==> config.mk <==
export PLATFORM = sky130hd
export DESIGN_NAME = frontend_top
export DESIGN_NICKNAME = d
export VERILOG_FILES = /design/src/design/loader_pkg.sv /design/src/design/video_cfg_if.sv /design/src/design/aspect_ratio.sv /design/src/design/cfg_regs.sv /design/src/design/download_unpack.sv /design/src/design/frontend_top.sv
export SDC_FILE = /design/constraint.sdc
export NUM_CORES = 1
export LEC_CHECK = 0
export BUFFER_PORTS_ARGS = -buffer_cell sky130_fd_sc_hd__buf_2
export CELL_PAD_IN_SITES_DETAIL_PLACEMENT = 1
export CELL_PAD_IN_SITES_GLOBAL_PLACEMENT = 2
export CORE_MARGIN = 8
export CORE_UTILIZATION = 27
export DETAILED_ROUTE_END_ITERATION = 12
export GPL_ROUTABILITY_DRIVEN = 0
export PLACE_DENSITY = 0.85
export SETUP_SLACK_MARGIN = 0.1
export SYNTH_ARGS = -nofsm -noshare
export SYNTH_HDL_FRONTEND = slang
export SYNTH_SLANG_ARGS = --single-unit
==> constraint.sdc <==
create_clock -name clk_1x -period 1.7 [get_ports clk_1x]
set_input_delay 0.17 -clock clk_1x [delete_from_list [all_inputs] [get_ports clk_1x]]
set_output_delay 0.17 -clock clk_1x [all_outputs]
set_load 0.005 [all_outputs]
==> src/design/loader_pkg.sv <==
/*
 Shared widths, download index codes, register offsets and aspect tables
 for the console board front end. Modules take these by wildcard import.
*/

package loader_pkg;

	// ============================================================
	// Vector types
	// ============================================================
	typedef logic [26:0] ioctl_addr_t;
	typedef logic [15:0] ioctl_data_t;
	typedef logic [7:0]  ioctl_index_t;
	typedef logic [31:0] ram_word_t;
	typedef logic [9:0]  pif_addr_t;
	typedef logic [12:0] aspect_t;
	typedef logic [1:0]  crop_t;
	typedef logic [1:0]  ar_mode_t;
	typedef logic [1:0]  wb_addr_t;
	typedef logic [31:0] wb_data_t;

	// Download targets, low 6 index bits
	localparam int IDX_PIF = 0;
	localparam int IDX_N64 = 1;
	localparam int IDX_GB  = 2;

	// Handheld image sits 8 MiB into RAM
	localparam ioctl_addr_t CARTGB_START = 27'd8388608;

	// Register word addresses
	localparam wb_addr_t REG_CTRL   = 2'd0;
	localparam wb_addr_t REG_STATUS = 2'd1;
	localparam int       CTRL_BITS  = 7;

	// ============================================================
	// Aspect ratios per standard and crop
	// ============================================================
	localparam logic [11:0] AR_DEF_X     = 12'd4;
	localparam logic [11:0] AR_DEF_Y     = 12'd3;
	localparam logic [11:0] AR_PAL_C0_X  = 12'd512;
	localparam logic [11:0] AR_PAL_C0_Y  = 12'd387;
	localparam logic [11:0] AR_PAL_C1_X  = 12'd1024;
	localparam logic [11:0] AR_PAL_C1_Y  = 12'd731;
	localparam logic [11:0] AR_PAL_C2_X  = 12'd2048;
	localparam logic [11:0] AR_PAL_C2_Y  = 12'd1419;
	localparam logic [11:0] AR_NTSC_C0_X = 12'd512;
	localparam logic [11:0] AR_NTSC_C0_Y = 12'd381;
	localparam logic [11:0] AR_NTSC_C1_X = 12'd1280;
	localparam logic [11:0] AR_NTSC_C1_Y = 12'd889;
	localparam logic [11:0] AR_NTSC_C2_X = 12'd2560;
	localparam logic [11:0] AR_NTSC_C2_Y = 12'd1714;

endpackage

==> src/design/video_cfg_if.sv <==
/*
 Video settings passed from the register block to the aspect generator.
 Plain level signals, no handshake.
*/

`timescale 1ns/1ps

interface video_cfg_if
	import loader_pkg::*;
();

	logic     pal;
	logic     blanks_off;
	logic     clean_hdmi;
	crop_t    crop;
	ar_mode_t ar_mode;

	// Register side drives
	modport regs (output pal, crop, ar_mode, blanks_off, clean_hdmi);

	// Video side only reads
	modport user (input pal, crop, ar_mode, blanks_off, clean_hdmi);

endinterface

==> src/design/aspect_ratio.sv <==
/*
 Aspect values for the scaler. The core ratio comes from the TV standard
 and the vertical crop; a nonzero aspect mode overrides it.
*/

`timescale 1ns/1ps

module aspect_ratio
	import loader_pkg::*;
(
	input  logic    clk_1x,
	input  logic    RESET,
	video_cfg_if.user cfg,
	output aspect_t video_arx,
	output aspect_t video_ary
);

	logic [11:0] core_x;
	logic [11:0] core_y;

	always_ff @(posedge clk_1x) begin
		if (!RESET) begin
			core_x <= AR_DEF_X;
			core_y <= AR_DEF_Y;
		end else if (cfg.blanks_off || cfg.clean_hdmi) begin
			// Full frame shown, plain 4:3
			core_x <= AR_DEF_X;
			core_y <= AR_DEF_Y;
		end else if (cfg.pal) begin
			case (cfg.crop)
				2'd0: begin core_x <= AR_PAL_C0_X; core_y <= AR_PAL_C0_Y; end
				2'd1: begin core_x <= AR_PAL_C1_X; core_y <= AR_PAL_C1_Y; end
				2'd2: begin core_x <= AR_PAL_C2_X; core_y <= AR_PAL_C2_Y; end
				default: ;
			endcase
		end else begin
			case (cfg.crop)
				2'd0: begin core_x <= AR_NTSC_C0_X; core_y <= AR_NTSC_C0_Y; end
				2'd1: begin core_x <= AR_NTSC_C1_X; core_y <= AR_NTSC_C1_Y; end
				2'd2: begin core_x <= AR_NTSC_C2_X; core_y <= AR_NTSC_C2_Y; end
				// Crop 3 holds the last ratio
				default: ;
			endcase
		end
	end

	// Mode 0 uses the core ratio, others pass a scaler preset
	assign video_arx = (cfg.ar_mode == 2'd0) ? {1'b0, core_x} :
		{11'd0, cfg.ar_mode - 2'd1};
	assign video_ary = (cfg.ar_mode == 2'd0) ? {1'b0, core_y} : '0;

endmodule

==> src/design/cfg_regs.sv <==
/*
 Wishbone classic register block. Word 0 holds the video control fields,
 word 1 reports load status. Each access gets a single-cycle ack, followed
 by at least one idle cycle.
*/

`timescale 1ns/1ps

module cfg_regs
	import loader_pkg::*;
#(
	parameter wb_data_t CFG_RESET_VALUE = '0
) (
	input  logic     clk_1x,
	input  logic     RESET,
	input  logic     wb_cyc,
	input  logic     wb_stb,
	input  logic     wb_we,
	input  wb_addr_t wb_adr,
	input  wb_data_t wb_dat_i,
	output wb_data_t wb_dat_o,
	output logic     wb_ack,
	input  logic     cart_loaded,
	video_cfg_if.regs cfg
);

	logic [CTRL_BITS-1:0] ctrl_q;
	wb_data_t             rd_data;
	logic                 access;

	// New access only when ack is not already up
	assign access = wb_cyc && wb_stb && !wb_ack;

	// Read mux
	always_comb begin
		rd_data = '0;
		case (wb_adr)
			REG_CTRL:   rd_data[CTRL_BITS-1:0] = ctrl_q;
			REG_STATUS: rd_data[0] = cart_loaded;
			default:    rd_data = '0;
		endcase
	end

	// ============================================================
	// Ack and control register
	// ============================================================
	always_ff @(posedge clk_1x) begin
		if (!RESET) begin
			wb_ack <= 1'b0;
			ctrl_q <= CFG_RESET_VALUE[CTRL_BITS-1:0];
		end else begin
			wb_ack <= access;
			if (access && wb_we && wb_adr == REG_CTRL) begin
				ctrl_q <= wb_dat_i[CTRL_BITS-1:0];
			end
		end
	end

	// Read data captured with the ack
	always_ff @(posedge clk_1x) begin
		if (access) begin
			wb_dat_o <= rd_data;
		end
	end

	// Field split toward the video side
	assign cfg.pal        = ctrl_q[0];
	assign cfg.crop       = ctrl_q[2:1];
	assign cfg.ar_mode    = ctrl_q[4:3];
	assign cfg.blanks_off = ctrl_q[5];
	assign cfg.clean_hdmi = ctrl_q[6];

endmodule

==> src/design/download_unpack.sv <==
/*
 Unpacks the host's 16-bit download stream. Boot-ROM data becomes
 byte-swapped 32-bit writes, the handheld image becomes 32-bit RAM writes
 with host back-pressure, and the end of a main cartridge load raises a
 ROM-copy start pulse.
*/

`timescale 1ns/1ps

module download_unpack
	import loader_pkg::*;
(
	input  logic         clk_1x,
	input  logic         RESET,
	input  logic         ioctl_download,
	input  logic         ioctl_wr,
	input  ioctl_index_t ioctl_index,
	input  ioctl_addr_t  ioctl_addr,
	input  ioctl_data_t  ioctl_dout,
	output logic         ioctl_wait,
	output pif_addr_t    pif_addr,
	output ram_word_t    pif_data,
	output logic         pif_wren,
	output ioctl_addr_t  ram_addr,
	output ram_word_t    ram_data,
	output logic         ram_req,
	input  logic         ram_ready,
	output logic         romcopy_start,
	output ioctl_addr_t  romcopy_size,
	output logic         cart_loaded
);

	logic pif_dl;
	logic n64_dl;
	logic gb_dl;
	logic download_q;
	logic wr_even;
	logic wr_odd;
	logic dl_end;

	// Address bit 1 picks the half of the 32-bit word
	assign wr_even = ioctl_wr && !ioctl_addr[1];
	assign wr_odd  = ioctl_wr && ioctl_addr[1];

	// Falling edge of the download while main cart is selected
	assign dl_end = download_q && !ioctl_download &&
		(ioctl_index[5:0] == 6'(IDX_N64));

	// ============================================================
	// Control state
	// ============================================================
	always_ff @(posedge clk_1x) begin
		if (!RESET) begin
			pif_dl        <= 1'b0;
			n64_dl        <= 1'b0;
			gb_dl         <= 1'b0;
			download_q    <= 1'b0;
			pif_wren      <= 1'b0;
			ram_req       <= 1'b0;
			ioctl_wait    <= 1'b0;
			romcopy_start <= 1'b0;
			cart_loaded   <= 1'b0;
		end else begin
			// Target flags, one cycle behind the host
			pif_dl     <= ioctl_download && (ioctl_index[5:0] == 6'(IDX_PIF));
			n64_dl     <= ioctl_download && (ioctl_index[5:0] == 6'(IDX_N64));
			gb_dl      <= ioctl_download && (ioctl_index[5:0] == 6'(IDX_GB));
			download_q <= ioctl_download;

			romcopy_start <= dl_end;
			pif_wren      <= pif_dl && wr_odd;
			ram_req       <= 1'b0;

			if (n64_dl) begin
				cart_loaded <= 1'b1;
			end

			// Host held off until the RAM takes the word
			if (gb_dl) begin
				if (wr_odd) begin
					ram_req    <= 1'b1;
					ioctl_wait <= 1'b1;
				end
				if (ram_ready) begin
					ioctl_wait <= 1'b0;
				end
			end else begin
				ioctl_wait <= 1'b0;
			end
		end
	end

	// ============================================================
	// Data and address capture
	// ============================================================
	always_ff @(posedge clk_1x) begin
		if (pif_dl && wr_even) begin
			pif_data[31:16] <= {ioctl_dout[7:0], ioctl_dout[15:8]};
			pif_addr        <= {ioctl_index[6], ioctl_addr[10:2]};
		end
		if (pif_dl && wr_odd) begin
			pif_data[15:0] <= {ioctl_dout[7:0], ioctl_dout[15:8]};
		end

		// Handheld words go low half first, no swap
		if (gb_dl && wr_even) begin
			ram_data[15:0] <= ioctl_dout;
			ram_addr       <= ioctl_addr + CARTGB_START;
		end
		if (gb_dl && wr_odd) begin
			ram_data[31:16] <= ioctl_dout;
		end

		if (dl_end) begin
			romcopy_size <= ioctl_addr;
		end
	end

endmodule

==> src/design/frontend_top.sv <==
/*
 Top level of the board front end. Connects the register port, the
 download unpacker and the aspect generator to plain ports.
*/

`timescale 1ns/1ps

module frontend_top
	import loader_pkg::*;
#(
	parameter wb_data_t CFG_RESET_VALUE = '0
) (
	input  logic         clk_1x,
	input  logic         RESET,
	// Wishbone register port
	input  logic         wb_cyc,
	input  logic         wb_stb,
	input  logic         wb_we,
	input  wb_addr_t     wb_adr,
	input  wb_data_t     wb_dat_i,
	output wb_data_t     wb_dat_o,
	output logic         wb_ack,
	// Host download
	input  logic         ioctl_download,
	input  ioctl_index_t ioctl_index,
	input  ioctl_addr_t  ioctl_addr,
	input  ioctl_data_t  ioctl_dout,
	input  logic         ioctl_wr,
	output logic         ioctl_wait,
	// Boot ROM and RAM writes
	output pif_addr_t    pif_addr,
	output ram_word_t    pif_data,
	output logic         pif_wren,
	output ioctl_addr_t  ram_addr,
	output ram_word_t    ram_data,
	output logic         ram_req,
	input  logic         ram_ready,
	output logic         romcopy_start,
	output ioctl_addr_t  romcopy_size,
	// Scaler
	output aspect_t      video_arx,
	output aspect_t      video_ary
);

	logic cart_loaded;

	video_cfg_if cfg_if_i ();

	cfg_regs #(
		.CFG_RESET_VALUE(CFG_RESET_VALUE)
	) cfg_regs_i (
		.clk_1x, .RESET,
		.wb_cyc, .wb_stb, .wb_we, .wb_adr, .wb_dat_i, .wb_dat_o, .wb_ack,
		.cart_loaded,
		.cfg(cfg_if_i.regs)
	);

	download_unpack download_unpack_i (
		.clk_1x, .RESET,
		.ioctl_download, .ioctl_wr, .ioctl_index, .ioctl_addr, .ioctl_dout,
		.ioctl_wait,
		.pif_addr, .pif_data, .pif_wren,
		.ram_addr, .ram_data, .ram_req, .ram_ready,
		.romcopy_start, .romcopy_size,
		.cart_loaded
	);

	aspect_ratio aspect_ratio_i (
		.clk_1x, .RESET,
		.cfg(cfg_if_i.user),
		.video_arx, .video_ary
	);

endmodule

==> results_dict.tcl <==
set metrics [dict create \
    register_area_um2 4700 \
    timing.final.max_slew_violations 0 \
    fin_tns_setup_ns 0 \
    clk_pin_slew_ns 0.07 \
    ys_seq_elements 167 \
    maximum_fanout_count_along_the_critical_path 14 \
    leftover_overflow_at_the_end_of_global_routing 0 \
    fin_worst_hold_slack_ns 0.0179 \
    antenna_violating_nets_left 0 \
    coreArea_um2 21000 \
    timing.final.crit_share_pct 89.9 \
    worst_ep_arrival_time_ns 1.36 \
    clockRootBuffer "sky130_fd_sc_hd__clkbuf_16" \
    die_w_um 162 \
    critical_path.top_delay_family "flip-flops" \
    max-vdd-ir-drop_mv 0.539 \
    syn_area_per_cell_um2 17.2 \
    final-setup-viol-count 0 \
    timing.reg2reg.setup_slack_ns 0.24 \
    fin_util_pct 39.7 \
    floorplan.die_area_um2 26300 \
    drt_first_iter_violations 112 \
    critical_path_launch_point_type "register" \
    netlist_top_cells_area "sky130_fd_sc_hd__edfxtp_1 70%, sky130_fd_sc_hd__dfxtp_1 11%, sky130_fd_sc_hd__buf_4 4.5%, sky130_fd_sc_hd__and2_1 2.5%, sky130_fd_sc_hd__mux2i_1 2.1%" \
    first_pass_iters 4 \
    wire_length_of_the_first_global_routing_pass_um 24000 \
    fin_nets 734 \
    numCtsBuffers 17 \
    period_minus_slack_ns 1.53 \
    fillerInstances 2220 \
    rsz_0062_raised_after_global_routing "true" \
    core.rowCount 53 \
    ys.flop_type "sky130_fd_sc_hd__edfxtp_1" \
    synth-async-reset-ratio_pct 0 \
    worstPathRequired_ns 1.53 \
    wirelength_um 16000 \
    timing.max_cap.violations 0 \
    ys_seq_area_share_pct 81.3 \
    grt_antenna_before_repair 0 \
    route.detailed.vias_per_inst 4.05 \
    final_layout_size_suffix_gt1_share_pct 43.1 \
    insertion_delay_ns 0.42 \
    holdCritStartpoint "wb_dat_i[5]" \
    path_class "reg -> out" \
    clock_tree.buffer_depth 2 \
    cts_tree "done" \
    crit_buf_inv 2 \
    port-buffer-count 224 \
    synth_largest_type_area_fraction_pct 70.2 \
    cts_setup_buffers 0 \
    critical_path.max_stage_delay_ns 0.35 \
    setup.worst_path.start "cfg_regs_i.ctrl_q[3]$_SDFFE_PN0P_" \
    synth_top_area_cell "sky130_fd_sc_hd__edfxtp_1" \
    worst_r2r_endpoint "aspect_ratio_i.core_y[9]$_SDFFE_PP0P_" \
    netlist_instances 335 \
    ctsHtreeMaxLevel 4 \
    yosys_warnings 0 \
    critical_path.endpoint_type "primary output" \
    fmax_mhz 654 \
    clock_sink_count 167 \
    hpwlAfterDp_um 11700 \
    most_common_cell_in_the_netlist "sky130_fd_sc_hd__edfxtp_1" \
    multiInputGateArea_um2 890 \
    cpMaxStageDelayCell "sky130_fd_sc_hd__dfxtp_2" \
    groute.usage.overall_pct 11.9 \
    crit_chain "nor2_1, buf_6, and2_1, buf_2" \
    first_global_vias 4101 \
    synthDistinctLibCells 34 \
    syn-cell-area_um2 5780 \
    placed_cell_area_um2 7220 \
    static-leakage-power_nw 3.41 \
    detail_route.wl_per_cell_um 17.3 \
    synthToLayoutAreaGrowth_pct 44.3 \
    finalHoldViolCount 0 \
    start_util_pct 27.5 \
    synth_edf_count 135 \
    skew_ns 0.0113 \
    place_ws_ns 0.0786 \
    run_status "finished clean" \
    synth.top_cells.by_count "135 x sky130_fd_sc_hd__edfxtp_1, 35 x sky130_fd_sc_hd__buf_4, 32 x sky130_fd_sc_hd__dfxtp_1" \
    grt_max_degree 28 \
    remaining_drc_errors 0 \
    power.density_cell_area_nw_per_um2 1020 \
    io-pin-count 284 \
    critical_path.reg2reg.startpoint "cfg_regs_i.ctrl_q[1]$_SDFFE_PN0P_" \
    hold_class "in -> reg" \
    stdcell_area_um2 8340 \
    cp_num_cells 4 \
    cp_endpoint "video_arx[11]" \
    layout_setup_ws_ns 0.171 \
    ff2ff_path_depth 5 \
    chipHeight_um 162 \
    vias 3743 \
    num_antenna_cells 0 \
]
-- worst reg2reg max path, cell delays in order, from the launching register on --
cell and delay, ns:
sky130_fd_sc_hd__dfxtp_1 0.38, sky130_fd_sc_hd__inv_1 0.08, sky130_fd_sc_hd__ha_1 0.33, sky130_fd_sc_hd__nor2b_1 0.15
sky130_fd_sc_hd__or3_1 0.31, sky130_fd_sc_hd__a21oi_1 0.14
-- final cells by class --
class / instances / share of cell area [%]
clock buffer: 17 / 5.10
clock inverter: 14 / 1.83
inverter: 4 / 0.180
multi-input combinational: 154 / 10.7
sequential: 167 / 56.3
tap: 275 / 4.13
timing repair buffer: 293 / 21.7
-- sequential cells by signal (all words and copies together), names as in the netlist, 5 cells and up --
register / cells
cfg_regs_i.ctrl_q: 7
download_unpack_i.pif_data: 32
download_unpack_i.ram_data: 32
download_unpack_i.romcopy_size: 27
cfg_regs_i.wb_dat_o: 7
aspect_ratio_i.core_x: 5
download_unpack_i.ram_addr: 27
download_unpack_i.pif_addr: 10
aspect_ratio_i.core_y: 10
-- metrics by stage --
step / std cells / power [W]
2_1_floorplan: 367 / 0.00468
3_3_place_gp: 840 / 0.00479
5_1_grt: 924 / 0.00885
4_1_cts: 924 / 0.00865
3_5_place_dp: 840 / 0.00480
6_report: 924 / 0.00853
-- worst min path at each step --
stage	slack, ns	end	cells after the start
after floorplan	0.25	download_unpack_i.gb_dl$_SDFF_PN0_	1
after global placement	0.34	download_unpack_i.ioctl_wait$_SDFFE_PP0P_	2
after detailed placement	0.34	download_unpack_i.ioctl_wait$_SDFFE_PP0P_	2
after CTS	0.001	cfg_regs_i.ctrl_q[5]$_SDFFE_PN0P_	3
after global routing	0.01	cfg_regs_i.ctrl_q[5]$_SDFFE_PN0P_	3
final	0.02	cfg_regs_i.ctrl_q[5]$_SDFFE_PN0P_	3
-- what timing repair did --
| action | CTS | global route |
|---|---|---|
| endpoints found under the setup margin | 9 | 2 |
| hold buffers | 53 | 0 |
| hold endpoints to repair | 133 | 0 |
| resized for setup | 2 | 1 |
| cloned | 0 | 0 |
-- kinds of logic after synthesis --
family | count (synthesis) | synth area share (%)
AOI/OAI and AO/OA | 14 | 1.65
xor gates and xnor gates | 2 | 0.303
adders and majority gates | 4 | 0.866
buffers and inverters | 46 | 5.46
DFF | 167 | 81.3
muxes | 12 | 2.08
other | 1 | 0.0649
and+or+nand+nor | 89 | 8.32
-- report_power, final --
group          total (W)  internal, W  switching (W)
combinational   0.000358     0.000193       0.000165
sequential       0.00445      0.00444      0.0000146
clock            0.00372      0.00196        0.00175
-- metal layers --
metal / wire [um] / global-route usage, % / part of all wire (%)
met3: 1450 / 4.61 / 9.1
met1: 6730 / 13.8 / 42
met4: 186 / 4.46 / 1.2
met2: 7670 / 19.7 / 48
met5: 0 / 0 / 0
-- layout by cell type (no fill, tap or decap), types with 2 or more instances in the layout --
cell	count
sky130_fd_sc_hd__o21a_1	2
sky130_fd_sc_hd__ha_1	4
sky130_fd_sc_hd__clkinv_4	4
sky130_fd_sc_hd__and3_1	4
sky130_fd_sc_hd__conb_1	33
sky130_fd_sc_hd__edfxtp_1	135
sky130_fd_sc_hd__nor3_1	8
sky130_fd_sc_hd__nand2_1	23
sky130_fd_sc_hd__nor3b_1	2
sky130_fd_sc_hd__or3_1	2
sky130_fd_sc_hd__buf_12	3
sky130_fd_sc_hd__clkinv_8	2
sky130_fd_sc_hd__inv_8	6
sky130_fd_sc_hd__nor2_1	13
sky130_fd_sc_hd__buf_2	224
sky130_fd_sc_hd__dfxtp_2	2
sky130_fd_sc_hd__dfxtp_1	30
sky130_fd_sc_hd__inv_6	2
sky130_fd_sc_hd__a21oi_1	6
sky130_fd_sc_hd__nor2b_1	5
sky130_fd_sc_hd__inv_1	4
sky130_fd_sc_hd__clkbuf_16	17
sky130_fd_sc_hd__and2_1	22
sky130_fd_sc_hd__a211o_2	2
sky130_fd_sc_hd__buf_4	12
sky130_fd_sc_hd__mux2i_1	12
sky130_fd_sc_hd__and3b_1	2
sky130_fd_sc_hd__dlygate4sd3_1	53
(Power assumes the default switching activity.)
